--- src/mptw_consts.svh ---
//////////////////////////////////////////////////////////////////////
// MPT walker constants
// Widths, walk depth and table sizing shared by package and RTL
//////////////////////////////////////////////////////////////////////

`ifndef MPTW_CONSTS_SVH
`define MPTW_CONSTS_SVH

// Number of walk levels, root is level NUM_LEVELS-1
`define MPTW_NUM_LEVELS 2

// Per-level index field of the supervisor physical address
`define MPTW_IDX_W 4

// Page offset, untouched by the walk
`define MPTW_OFFSET_W 12

// Table memory geometry
`define MPTW_TBL_ADDR_W 8
`define MPTW_TBL_DEPTH 256

// Upper bound of the in-flight transaction counter
`define MPTW_MAX_INFLIGHT 15

`endif

--- src/mptw_pkg.sv ---
//////////////////////////////////////////////////////////////////////
// MPT walker types
// Access encodings, fault causes, table entries and walk state
//////////////////////////////////////////////////////////////////////

`include "mptw_consts.svh"

package mptw_pkg;

    // Access type requested by the caller
    typedef enum logic [1:0] {
        ACCESS_READ  = 2'd0,
        ACCESS_WRITE = 2'd1,
        ACCESS_EXEC  = 2'd2
    } mpt_access_e;

    // Format fault reported by the walk
    typedef enum logic [1:0] {
        NO_ERROR      = 2'd0,
        ENTRY_INVALID = 2'd1,
        NOT_LEAF      = 2'd2
    } page_format_fault_e;

    // Supervisor physical address, idx[1] is the upper (root) field
    typedef struct packed {
        logic [`MPTW_NUM_LEVELS-1:0][`MPTW_IDX_W-1:0] idx;
        logic [`MPTW_OFFSET_W-1:0]                    offset;
    } spa_t;

    // One table entry
    typedef struct packed {
        logic                        valid;
        logic                        leaf;
        logic                        r;
        logic                        w;
        logic                        x;
        logic [2:0]                  rsvd;
        logic [`MPTW_TBL_ADDR_W-1:0] ptr;
    } mpte_t;

    // Walk state carried from stage to stage
    typedef struct packed {
        spa_t                        spa;
        mpt_access_e                 access;
        logic [`MPTW_TBL_ADDR_W-1:0] base;
        logic                        done;
        page_format_fault_e          format_error;
        logic                        access_fault;
    } mptw_txn_t;

    // Result at the walker boundary
    typedef struct packed {
        spa_t               spa;
        page_format_fault_e format_error;
        logic               access_fault;
    } mptw_result_t;

    // Table read request toward the arbiter
    typedef struct packed {
        logic                        valid;
        logic [`MPTW_TBL_ADDR_W-1:0] addr;
    } tbl_req_t;

endpackage

--- src/mpt_table_mem.sv ---
//////////////////////////////////////////////////////////////////////
// Protection table memory
// Load write port and registered read port
//////////////////////////////////////////////////////////////////////

`timescale 1ns/1ps

`include "mptw_consts.svh"

module mpt_table_mem (
    input  logic                        clk_i,
    input  logic                        rst_n_i,
    // Load port
    input  logic                        we_i,
    input  logic [`MPTW_TBL_ADDR_W-1:0] waddr_i,
    input  mptw_pkg::mpte_t             wdata_i,
    // Walk read port
    input  logic                        rd_en_i,
    input  logic [`MPTW_TBL_ADDR_W-1:0] rd_addr_i,
    output mptw_pkg::mpte_t             rdata_o
);

    mptw_pkg::mpte_t mem_q [`MPTW_TBL_DEPTH];
    mptw_pkg::mpte_t rdata_q;

    // Read data valid one cycle after the enable
    always_ff @(posedge clk_i) begin
        if (we_i) begin
            mem_q[waddr_i] <= wdata_i;
        end
        if (rd_en_i) begin
            rdata_q <= mem_q[rd_addr_i];
        end
    end

    assign rdata_o = rdata_q;

    // Tables are only loaded while the walker is idle
    a_no_rw_overlap : assert property (@(posedge clk_i) disable iff (!rst_n_i)
        !(we_i && rd_en_i));

endmodule

--- src/mptw_top.sv ---
//////////////////////////////////////////////////////////////////////
// MPT walker top level
// Intake register, one walking stage per level, shared table memory
//////////////////////////////////////////////////////////////////////

`timescale 1ns/1ps

`include "mptw_consts.svh"

module mptw_top (
    input  logic                         clk_i,
    input  logic                         rst_n_i,
    // Transaction port
    input  logic                         txn_valid_i,
    output logic                         txn_ready_o,
    input  mptw_pkg::spa_t               spa_i,
    input  logic [`MPTW_TBL_ADDR_W-1:0]  mmpt_base_i,
    input  mptw_pkg::mpt_access_e        access_i,
    // Table load port
    input  logic                         tbl_we_i,
    input  logic [`MPTW_TBL_ADDR_W-1:0]  tbl_waddr_i,
    input  mptw_pkg::mpte_t              tbl_wdata_i,
    // Result and status
    output mptw_pkg::mptw_result_t       result_o,
    output logic                         result_valid_o,
    output logic                         busy_o
);

    localparam int unsigned N = `MPTW_NUM_LEVELS;

    //////////////////////////////////////////////////////////////////////
    // Stage links
    //////////////////////////////////////////////////////////////////////

    // Link N is intake output, link i is the output of level i
    mptw_pkg::mptw_txn_t link_txn   [N+1];
    logic                link_valid [N+1];
    logic                link_ready [N+1];

    // Table memory side
    mptw_pkg::tbl_req_t          tbl_req [N];
    logic [N-1:0]                tbl_gnt;
    logic                        rd_en;
    logic [`MPTW_TBL_ADDR_W-1:0] rd_addr;
    mptw_pkg::mpte_t             rdata;

    walk_intake u_intake (
        .clk_i          ( clk_i          ),
        .rst_n_i        ( rst_n_i        ),
        .txn_valid_i    ( txn_valid_i    ),
        .txn_ready_o    ( txn_ready_o    ),
        .spa_i          ( spa_i          ),
        .mmpt_base_i    ( mmpt_base_i    ),
        .access_i       ( access_i       ),
        .txn_o          ( link_txn[N]    ),
        .txn_valid_o    ( link_valid[N]  ),
        .txn_ready_i    ( link_ready[N]  ),
        .result_valid_i ( result_valid_o ),
        .busy_o         ( busy_o         )
    );

    // Root stage first, level 0 last
    for (genvar lvl = 0; lvl < N; lvl++) begin : gen_stage
        walking_stage #(
            .WALK_LEVEL ( lvl )
        ) u_stage (
            .clk_i       ( clk_i             ),
            .rst_n_i     ( rst_n_i           ),
            .txn_i       ( link_txn[lvl+1]   ),
            .txn_valid_i ( link_valid[lvl+1] ),
            .txn_ready_o ( link_ready[lvl+1] ),
            .txn_o       ( link_txn[lvl]     ),
            .txn_valid_o ( link_valid[lvl]   ),
            .txn_ready_i ( link_ready[lvl]   ),
            .tbl_req_o   ( tbl_req[lvl]      ),
            .tbl_gnt_i   ( tbl_gnt[lvl]      ),
            .tbl_rdata_i ( rdata             )
        );
    end

    table_mem_arbiter u_arb (
        .clk_i     ( clk_i   ),
        .rst_n_i   ( rst_n_i ),
        .req_i     ( tbl_req ),
        .gnt_o     ( tbl_gnt ),
        .rd_en_o   ( rd_en   ),
        .rd_addr_o ( rd_addr )
    );

    mpt_table_mem u_mem (
        .clk_i     ( clk_i       ),
        .rst_n_i   ( rst_n_i     ),
        .we_i      ( tbl_we_i    ),
        .waddr_i   ( tbl_waddr_i ),
        .wdata_i   ( tbl_wdata_i ),
        .rd_en_i   ( rd_en       ),
        .rd_addr_i ( rd_addr     ),
        .rdata_o   ( rdata       )
    );

    // Results have no back-pressure
    assign link_ready[0]           = 1'b1;
    assign result_valid_o          = link_valid[0];
    assign result_o.spa            = link_txn[0].spa;
    assign result_o.format_error   = link_txn[0].format_error;
    assign result_o.access_fault   = link_txn[0].access_fault;

endmodule

--- src/table_mem_arbiter.sv ---
//////////////////////////////////////////////////////////////////////
// Table memory arbiter
// Round-robin grant of the single table read port
//////////////////////////////////////////////////////////////////////

`timescale 1ns/1ps

`include "mptw_consts.svh"

module table_mem_arbiter (
    input  logic                            clk_i,
    input  logic                            rst_n_i,
    input  mptw_pkg::tbl_req_t              req_i [`MPTW_NUM_LEVELS],
    output logic [`MPTW_NUM_LEVELS-1:0]     gnt_o,
    output logic                            rd_en_o,
    output logic [`MPTW_TBL_ADDR_W-1:0]     rd_addr_o
);

    localparam int unsigned N     = `MPTW_NUM_LEVELS;
    localparam int unsigned PTR_W = (N > 1) ? $clog2(N) : 1;

    logic [PTR_W-1:0] ptr_q;
    logic [PTR_W-1:0] sel;
    logic             found;

    // Search from the pointer upward with wrap, first requester wins
    always_comb begin
        int unsigned cand;
        found = 1'b0;
        sel   = '0;
        for (int unsigned k = 0; k < N; k++) begin
            cand = (32'(ptr_q) + k) % N;
            if (!found && req_i[cand].valid) begin
                found = 1'b1;
                sel   = PTR_W'(cand);
            end
        end
    end

    always_comb begin
        gnt_o = '0;
        if (found) begin
            gnt_o[sel] = 1'b1;
        end
    end

    // Granted address goes straight to the memory
    assign rd_en_o   = found;
    assign rd_addr_o = req_i[sel].addr;

    // Pointer moves past the winner
    always_ff @(posedge clk_i or negedge rst_n_i) begin
        if (!rst_n_i) begin
            ptr_q <= '0;
        end else if (found) begin
            if (32'(sel) == N - 1) begin
                ptr_q <= '0;
            end else begin
                ptr_q <= sel + 1'b1;
            end
        end
    end

    a_gnt_onehot : assert property (@(posedge clk_i) disable iff (!rst_n_i)
        $onehot0(gnt_o));

endmodule

--- src/walk_intake.sv ---
//////////////////////////////////////////////////////////////////////
// Walk intake
// Registers accepted transactions and tracks work in flight
//////////////////////////////////////////////////////////////////////

`timescale 1ns/1ps

`include "mptw_consts.svh"

module walk_intake (
    input  logic                        clk_i,
    input  logic                        rst_n_i,
    input  logic                        txn_valid_i,
    output logic                        txn_ready_o,
    input  mptw_pkg::spa_t              spa_i,
    input  logic [`MPTW_TBL_ADDR_W-1:0] mmpt_base_i,
    input  mptw_pkg::mpt_access_e       access_i,
    output mptw_pkg::mptw_txn_t         txn_o,
    output logic                        txn_valid_o,
    input  logic                        txn_ready_i,
    input  logic                        result_valid_i,
    output logic                        busy_o
);

    localparam int unsigned CNT_W = $clog2(`MPTW_MAX_INFLIGHT + 1);

    logic                accept;
    logic                valid_q;
    mptw_pkg::mptw_txn_t txn_q;
    logic [CNT_W-1:0]    inflight_q;

    // Entry register frees when empty or when the root stage takes it
    assign txn_ready_o = !valid_q || txn_ready_i;
    assign accept      = txn_valid_i && txn_ready_o;

    always_ff @(posedge clk_i or negedge rst_n_i) begin
        if (!rst_n_i) begin
            valid_q <= 1'b0;
        end else if (accept) begin
            valid_q <= 1'b1;
        end else if (txn_ready_i) begin
            valid_q <= 1'b0;
        end
    end

    // Initial walk state, starts at the root table
    always_ff @(posedge clk_i) begin
        if (accept) begin
            txn_q.spa          <= spa_i;
            txn_q.access       <= access_i;
            txn_q.base         <= mmpt_base_i;
            txn_q.done         <= 1'b0;
            txn_q.format_error <= mptw_pkg::NO_ERROR;
            txn_q.access_fault <= 1'b0;
        end
    end

    assign txn_o       = txn_q;
    assign txn_valid_o = valid_q;

    //////////////////////////////////////////////////////////////////////
    // In-flight counter
    //////////////////////////////////////////////////////////////////////

    // Up on accept, down on result, both at once cancel out
    always_ff @(posedge clk_i or negedge rst_n_i) begin
        if (!rst_n_i) begin
            inflight_q <= '0;
        end else if (accept && !result_valid_i) begin
            inflight_q <= inflight_q + 1'b1;
        end else if (!accept && result_valid_i) begin
            inflight_q <= inflight_q - 1'b1;
        end
    end

    assign busy_o = (inflight_q != '0);

    // Pipeline depth must keep the count below its limit
    a_no_overflow : assert property (@(posedge clk_i) disable iff (!rst_n_i)
        (inflight_q == CNT_W'(`MPTW_MAX_INFLIGHT)) |-> !(accept && !result_valid_i));

    // A result never appears without a transaction in flight
    a_no_underflow : assert property (@(posedge clk_i) disable iff (!rst_n_i)
        (inflight_q == '0) |-> !result_valid_i);

endmodule

--- src/walking_stage.sv ---
//////////////////////////////////////////////////////////////////////
// Walking stage
// Fetches the entry for one level, parses it and forwards the walk
//////////////////////////////////////////////////////////////////////

`timescale 1ns/1ps

`include "mptw_consts.svh"

module walking_stage #(
    parameter int unsigned WALK_LEVEL = 0
) (
    input  logic                clk_i,
    input  logic                rst_n_i,
    input  mptw_pkg::mptw_txn_t txn_i,
    input  logic                txn_valid_i,
    output logic                txn_ready_o,
    output mptw_pkg::mptw_txn_t txn_o,
    output logic                txn_valid_o,
    input  logic                txn_ready_i,
    output mptw_pkg::tbl_req_t  tbl_req_o,
    input  logic                tbl_gnt_i,
    input  mptw_pkg::mpte_t     tbl_rdata_i
);

    typedef enum logic [1:0] {
        ST_IDLE,
        ST_REQ,
        ST_WAIT,
        ST_OUT
    } state_e;

    state_e              state_q;
    mptw_pkg::mptw_txn_t txn_q;
    mptw_pkg::mptw_txn_t parsed;
    logic                capture;
    logic                perm_ok;

    // One transaction held at a time
    assign txn_ready_o = (state_q == ST_IDLE);
    assign capture     = txn_valid_i && txn_ready_o;

    always_ff @(posedge clk_i or negedge rst_n_i) begin
        if (!rst_n_i) begin
            state_q <= ST_IDLE;
        end else begin
            case (state_q)
                // Finished walks skip the memory
                ST_IDLE: if (capture) state_q <= txn_i.done ? ST_OUT : ST_REQ;
                ST_REQ:  if (tbl_gnt_i) state_q <= ST_WAIT;
                // Read data lands one cycle after grant
                ST_WAIT: state_q <= ST_OUT;
                ST_OUT:  if (txn_ready_i) state_q <= ST_IDLE;
                default: state_q <= ST_IDLE;
            endcase
        end
    end

    always_ff @(posedge clk_i) begin
        if (capture) begin
            txn_q <= txn_i;
        end else if (state_q == ST_WAIT) begin
            txn_q <= parsed;
        end
    end

    //////////////////////////////////////////////////////////////////////
    // Entry request and parsing
    //////////////////////////////////////////////////////////////////////

    // Entry address wraps in 8-bit arithmetic
    assign tbl_req_o.valid = (state_q == ST_REQ);
    assign tbl_req_o.addr  = txn_q.base
                           + `MPTW_TBL_ADDR_W'(txn_q.spa.idx[WALK_LEVEL]);

    always_comb begin
        case (txn_q.access)
            mptw_pkg::ACCESS_READ:  perm_ok = tbl_rdata_i.r;
            mptw_pkg::ACCESS_WRITE: perm_ok = tbl_rdata_i.w;
            mptw_pkg::ACCESS_EXEC:  perm_ok = tbl_rdata_i.x;
            default:                perm_ok = 1'b0;
        endcase
    end

    always_comb begin
        parsed      = txn_q;
        parsed.done = 1'b1;
        if (!tbl_rdata_i.valid) begin
            parsed.format_error = mptw_pkg::ENTRY_INVALID;
        end else if (tbl_rdata_i.leaf) begin
            // Leaf at any level ends the walk, superpage above level 0
            parsed.access_fault = !perm_ok;
        end else if (WALK_LEVEL == 0) begin
            parsed.format_error = mptw_pkg::NOT_LEAF;
        end else begin
            // Descend to next table
            parsed.base = tbl_rdata_i.ptr;
            parsed.done = 1'b0;
        end
    end

    assign txn_o       = txn_q;
    assign txn_valid_o = (state_q == ST_OUT);

    // Arbiter grant must retire the request on the next cycle
    a_req_drop : assert property (@(posedge clk_i) disable iff (!rst_n_i)
        (tbl_req_o.valid && tbl_gnt_i) |=> !tbl_req_o.valid);

endmodule
--- config.mk ---
export PLATFORM = sky130hd
export DESIGN_NAME = mptw_top
export DESIGN_NICKNAME = d
export VERILOG_FILES = /design/src/mptw_pkg.sv /design/src/mpt_table_mem.sv /design/src/mptw_top.sv /design/src/table_mem_arbiter.sv /design/src/walk_intake.sv /design/src/walking_stage.sv
export VERILOG_INCLUDE_DIRS = /design/src
export SDC_FILE = /design/constraint.sdc
export NUM_CORES = 2
export LEC_CHECK = 0
export BUFFER_PORTS_ARGS = -buffer_cell sky130_fd_sc_hd__buf_2
export CORE_AREA = 3 3 644 646
export DETAILED_ROUTE_END_ITERATION = 10
export DIE_AREA = 0 0 647 649
export GPL_ROUTABILITY_DRIVEN = 1
export PLACE_DENSITY = 0.51
export SYNTH_ARGS = -nofsm -noshare
export SYNTH_HDL_FRONTEND = slang
export SYNTH_HIERARCHICAL = 1
export SYNTH_SLANG_ARGS = --single-unit
--- constraint.sdc ---
create_clock -name clk_i -period 4.3 [get_ports clk_i]
set_input_delay 0 -clock clk_i [delete_from_list [all_inputs] [get_ports clk_i]]
set_output_delay 0 -clock clk_i [all_outputs]
set_load 0.005 [all_outputs]
# Yosys cells after proc, flatten, opt, wreduce, memory -nomap -nowiden

Memory sizes are Yosys's and may differ from the RTL's. A register that Yosys moved wholly into a read port is not among the register bits.
Cells that the tools add are included.

Bits in latches: 0
Register bits after elaboration: 107
Bits of input ports: 58
Memory bits (writable): 4096
Logic and storage cells: 138
Memories kept: 1
Memory bits (read-only): 0
Output and inout bits: 26

Multiplexer cells: 46
Reductions and logical operators: 34
Divide/modulo/power cells: 0
Multipliers: 0
Magnitude comparators: 5
Equality and inequality tests: 18
Bitwise logic cells: 3
$add $sub $neg: 6
Shift operators: 0

Memory list:

| memory      | depth | width | read ports | clocked after Yosys merged registers in | wr ports | RTL line            | source |
|---|---|---|---|---|---|---|---|
| u_mem.mem_q | 256   | 16    | 1          | 1                                       | 1        | mpt_table_mem.sv:23 | `` mptw_pkg::mpte_t mem_q [`MPTW_TBL_DEPTH]; `` |

Operators with widths:

| operator                                             | count |
|---|---|
| 2-to-1 mux 9 bit                                     | 8 |
| 2-to-1 mux 34 bit                                    | 2 |
| >= comparator 33 x 2 -> 1 bit, second input constant | 2 |
| inverter 1 -> 33 bit                                 | 2 |
| 2-to-1 mux 12 bit                                    | 2 |
| 2-to-1 mux 8 bit                                     | 3 |
| 2-to-1 mux 2 bit                                     | 10 |
| adder 8 x 4 -> 8 bit                                 | 2 |
| one-hot mux 2 bit (4 select lines)                   | 2 |
| nonzero test 2 bit                                   | 8 |
| 2-to-1 mux 1 bit                                     | 14 |
| != test 2 bit, second input constant                 | 7 |
| == test 2 bit, second input constant                 | 6 |
| AND reduction 3 bit                                  | 4 |
| == test 2 x 1 -> 1 bit, second input constant        | 4 |
| logical NOT 2 bit                                    | 4 |
| 2-to-1 mux 4 bit                                     | 2 |
| logical AND 1 bit                                    | 7 |
| logical NOT 1 bit                                    | 6 |
| one-hot mux 1 bit (3 select lines)                   | 2 |
| AND reduction 2 bit                                  | 3 |
| adder 4 x 1 -> 4 bit, second input constant          | 1 |
| nonzero test 4 bit                                   | 1 |
| subtractor 4 x 1 -> 4 bit, second input constant     | 1 |
| other kinds (8)                                      | 9 |

# Depth between registers and ports, before layout

Word-level depth: 15
Depth in mapped cells: 18
Gate-level depth less buffers: 14

# Modules after synthesis

Netlist, hierarchy kept.

By module, submodules not included:

| module                               | instances | area an instance (sq um) | cells each |
|---|---|---|---|
| mpt_table_mem                        | 1         | 158874.9                 | 7360 |
| walking_stage (gen_stage[0].u_stage) | 1         | 1736.7                   | 136 |
| walking_stage (gen_stage[1].u_stage) | 1         | 1732.9                   | 132 |
| walk_intake                          | 1         | 1293.7                   | 69 |
| table_mem_arbiter                    | 1         | 158.9                    | 16 |
| mptw_top                             | 1         | 3.8                      | 1 |

# Worst setup path before layout

Ideal clock, no wire load.

Path type: flip-flop to flip-flop
Start: register gen_stage[0].u_stage.txn_q, in the netlist gen_stage[0].u_stage/txn_o[26]
End: register u_mem/rdata_o[13] (netlist name)
Clock period less this slack: 3.520 ns
Data arrival time: 3.254 ns
Setup slack: 0.780 ns
Stages on the path, launching flop included: 16
Buffers on the path: 3
Setup time: 0.265 ns
Cell sequence: edfxtp_1 > ha_1 > fa_1 > a21o_1 > a21oi_1 > xnor2_1 > mux2_2 > clkbuf_1 > inv_1 > clkbuf_1 > clkbuf_1 > o221ai_1 > o22ai_1 > nor3_1 > nor3_1 > nor4_1

RTL lines:

| what                   | RTL line            | source |
|---|---|---|
| start, declared        | walking_stage.sv:34 | `mptw_pkg::mptw_txn_t txn_q;` |
| start signal, assigned | walking_stage.sv:61 | `txn_q <= txn_i;` |
| start signal, assigned | walking_stage.sv:63 | `txn_q <= parsed;` |

==> impl_metrics.yaml <==
worst_setup_path:
  start_kind: "register"
  cp_slowest_cell: "fa_1"
  cp.required_ns: 4.95
  crit_type: "register to register"
  crit_family: "multiplexers"
  rrSetupSlack_ns: 0.02
  endpoint: "u_mem/rdata_o[1]"
  crit_cells: 15
  crit_start: "gen_stage[1].u_stage/txn_o[30]"
  slowest_delay_ns: 0.48
  crit_buf_inv: 6
  reg2reg_to: "u_mem/rdata_o[1]"
  cp.arrival_ns: 4.94
  cp-end-kind: "register"
  reg2regPathDepth: 15
  cp_cell_sequence: "ha_2 > inv_1 > fa_1 > inv_1 > mux2_8 > buf_12 > buf_12 > buf_12 > mux4_2 > mux2_2 > a22oi_1 > nand2_1 > o32ai_1 > buf_4 > nor4_2"
  timing.rr.start: "gen_stage[1].u_stage/txn_o[30]"
  crit_path_max_fanout: 22
  cpMostUsedCell: "buf_12"
global_route:
  grt_pass1_vias: 69492
  grt_max_degree: 149
  grt_antenna_before_repair: 22
  globalRoute.totalOverflow: 0
  grt_usage_pct: 18.02
  grt_first_pass_wirelength_um: 545000
detailed_routing:
  drtAntennaViolNets: 0
  drt-initial-drc-count: 7397
  drt_wl_total_um: 386700
  routedWlPerCell_um: 29.69
  via_per_inst: 5.332
  num_vias: 69448
  dr.pass1.iters: 6
  drc_errors: 0
place:
  port_buffers: 80
  gp_congestion: 0.8394
  pre_cts_slack_ns: -0.8457
  place_hpwl_um: 235100
logic_synthesis:
  avgSynthCellArea_um2: 20.78
  syn_inst: 6485
  syn-cell-area_um2: 134800
  synth.yosys.warnings: 6
power:
  p_leak_nw: 51.40
  power_density_nw_per_um2: 696.6
  vdd_ir_drop_max_uv: 566.1
  power_w: 0.1111
final_layout:
  nets: 7338
  drive_gt1_share_pct: 28.75
  fill_cells: 36687
  syn2layout_area_growth_pct: 18.38
  multiInputGateArea_um2: 29280
  regArea_um2: 103500
clock_tree:
  clock_latency_ns: 0.95
  clk_pin_slew_ns: 0.06
  numCtsBuffers: 373
  ctsHtreeMaxLevel: 5
  clockBufferDepth: 4
  cts-root-buf: "clkbuf_16"
  clock_sinks: 3448
  cts_tree: "built"
floorplan:
  die-area_um2: 419900
  die_x_um: 647
  die_y_um: 649
  rows: 235
  core_area_um2: 409600
  ios: 84
  initial_core_util_pct: 32.90
sta:
  hold_slack_ns: 0.04830
  post-route-period-util_pct: 99.60
  slew_headroom_pct: 4.339
  postLayoutSetupSlackWorst_ns: 0.01735
  finalSetupViolations: 0
  finalHoldViolations: 0
  max_freq_mhz: 233.5
  tightest_slew_ns: 1.435
  finalClockSkew_ns: 0.07648
  report.final.slew_viol_count: 0
  min_period_ns: 4.283
  rsz0062_at_grt: "true"
hold_path:
  min_path_type: "primary input to register"
job:
  maxCapViolations: 0
run_status:
  status: "completed"
## report_power, final
group          internal (W)  switching [W]
clock                0.0175         0.0133
sequential           0.0377       0.000388
combinational        0.0178         0.0244
## metal layers
| layer | wire length [µm] | vias up | global-route usage (%) |
|---|---|---|---|
| met2 | 181900 | 2497 | 28.54 |
| met1 | 168200 | 37687 | 25.90 |
| met3 | 24780 | 526 | 2.553 |
| met5 | 52 | - | 0 |
| met4 | 11710 | 8 | 5.101 |
| li1 | - | 28730 | - |
## stage by stage
| step | utilization (%) | instances | TNS [ns] | area, µm² |
|---|---|---|---|---|
| after global routing | 38.94 | 13017 | -0.06230 | 159500 |
| after CTS | 38.77 | 12998 | -0.04356 | 158800 |
| final | 38.95 | 13025 | 0 | 159500 |
| after global placement | 35.51 | 12202 | -6.658 | 145400 |
| after floorplan | - | 6488 | 0 | 134800 |
| after detailed placement | 35.51 | 12203 | -6.375 | 145400 |
## what timing repair did
action / in CTS / in global routing
hold buffers: 89 / 0
pin swaps: 16 / 25
resized for setup: 85 / 88
hold endpoints to repair: 2845 / 0
setup endpoints to repair: 13 / 13
buffers inserted: 15 / 16
gates cloned: 7 / 2
## flip-flops by register name (all words and copies together) (netlist names)
signal / cells
u_intake/inflight_q: 4
u_intake/txn_valid_o: 1
gen_stage.u_stage/state_q: 4
u_intake/txn_o: 30
u_mem/mem_q: 3328
u_arb/ptr_q: 1
gen_stage.u_stage/txn_o: 67
u_mem/rdata_o: 13
## worst register-to-register path: cells and delay by family, from the launching register on
kind / cells / cell delay [ns]
and+or+nand+nor: 2 / 0.29
buffers and inverters: 6 / 0.94
DFF: 1 / 0.36
AOI/OAI and AO/OA: 2 / 0.72
muxes: 3 / 0.98
adders and majority gates: 2 / 0.70
## how the worst min path moves through the flow
stage | from | end | slack [ns] | cells after the start
after floorplan | rst_n_i | gen_stage[0].u_stage/state_q[0] | -0.30 | 0
final | tbl_wdata_i[5] | u_mem/mem_q[125][5] | 0.05 | 2
after global placement | rst_n_i | u_intake/txn_valid_o | -0.10 | 1
after CTS | tbl_wdata_i[5] | u_mem/mem_q[125][5] | 0.02 | 2
after detailed placement | rst_n_i | u_intake/txn_valid_o | -0.09 | 1
after global routing | tbl_wdata_i[5] | u_mem/mem_q[125][5] | 0.05 | 2
## area by class of cell
cell class / count / share of cell area [%]
Timing Repair Buffer: 862 / 5.083
Multi-Input combinational cell: 2545 / 18.35
Clock inverter: 235 / 1.269
Inverter: 26 / 0.07373
Tap cell: 5451 / 4.275
Clock buffer: 449 / 6.057
Antenna cell: 9 / 0.01412
Sequential cell: 3448 / 64.87
## cell usage in the layout (no fill, tap or decap), types with 77 or more instances in the layout
cell           count
dlygate4sd3_1     89
edfxtp_1        3438
clkbuf_16        377
mux2_2            77
clkinv_1          89
o22ai_1          114
mux4_2           646
a21oi_1          139
o221ai_1         173
nor2_1           306
buf_4            579
mux2i_1          464
No activity file was read; power rests on OpenSTA's default activity.
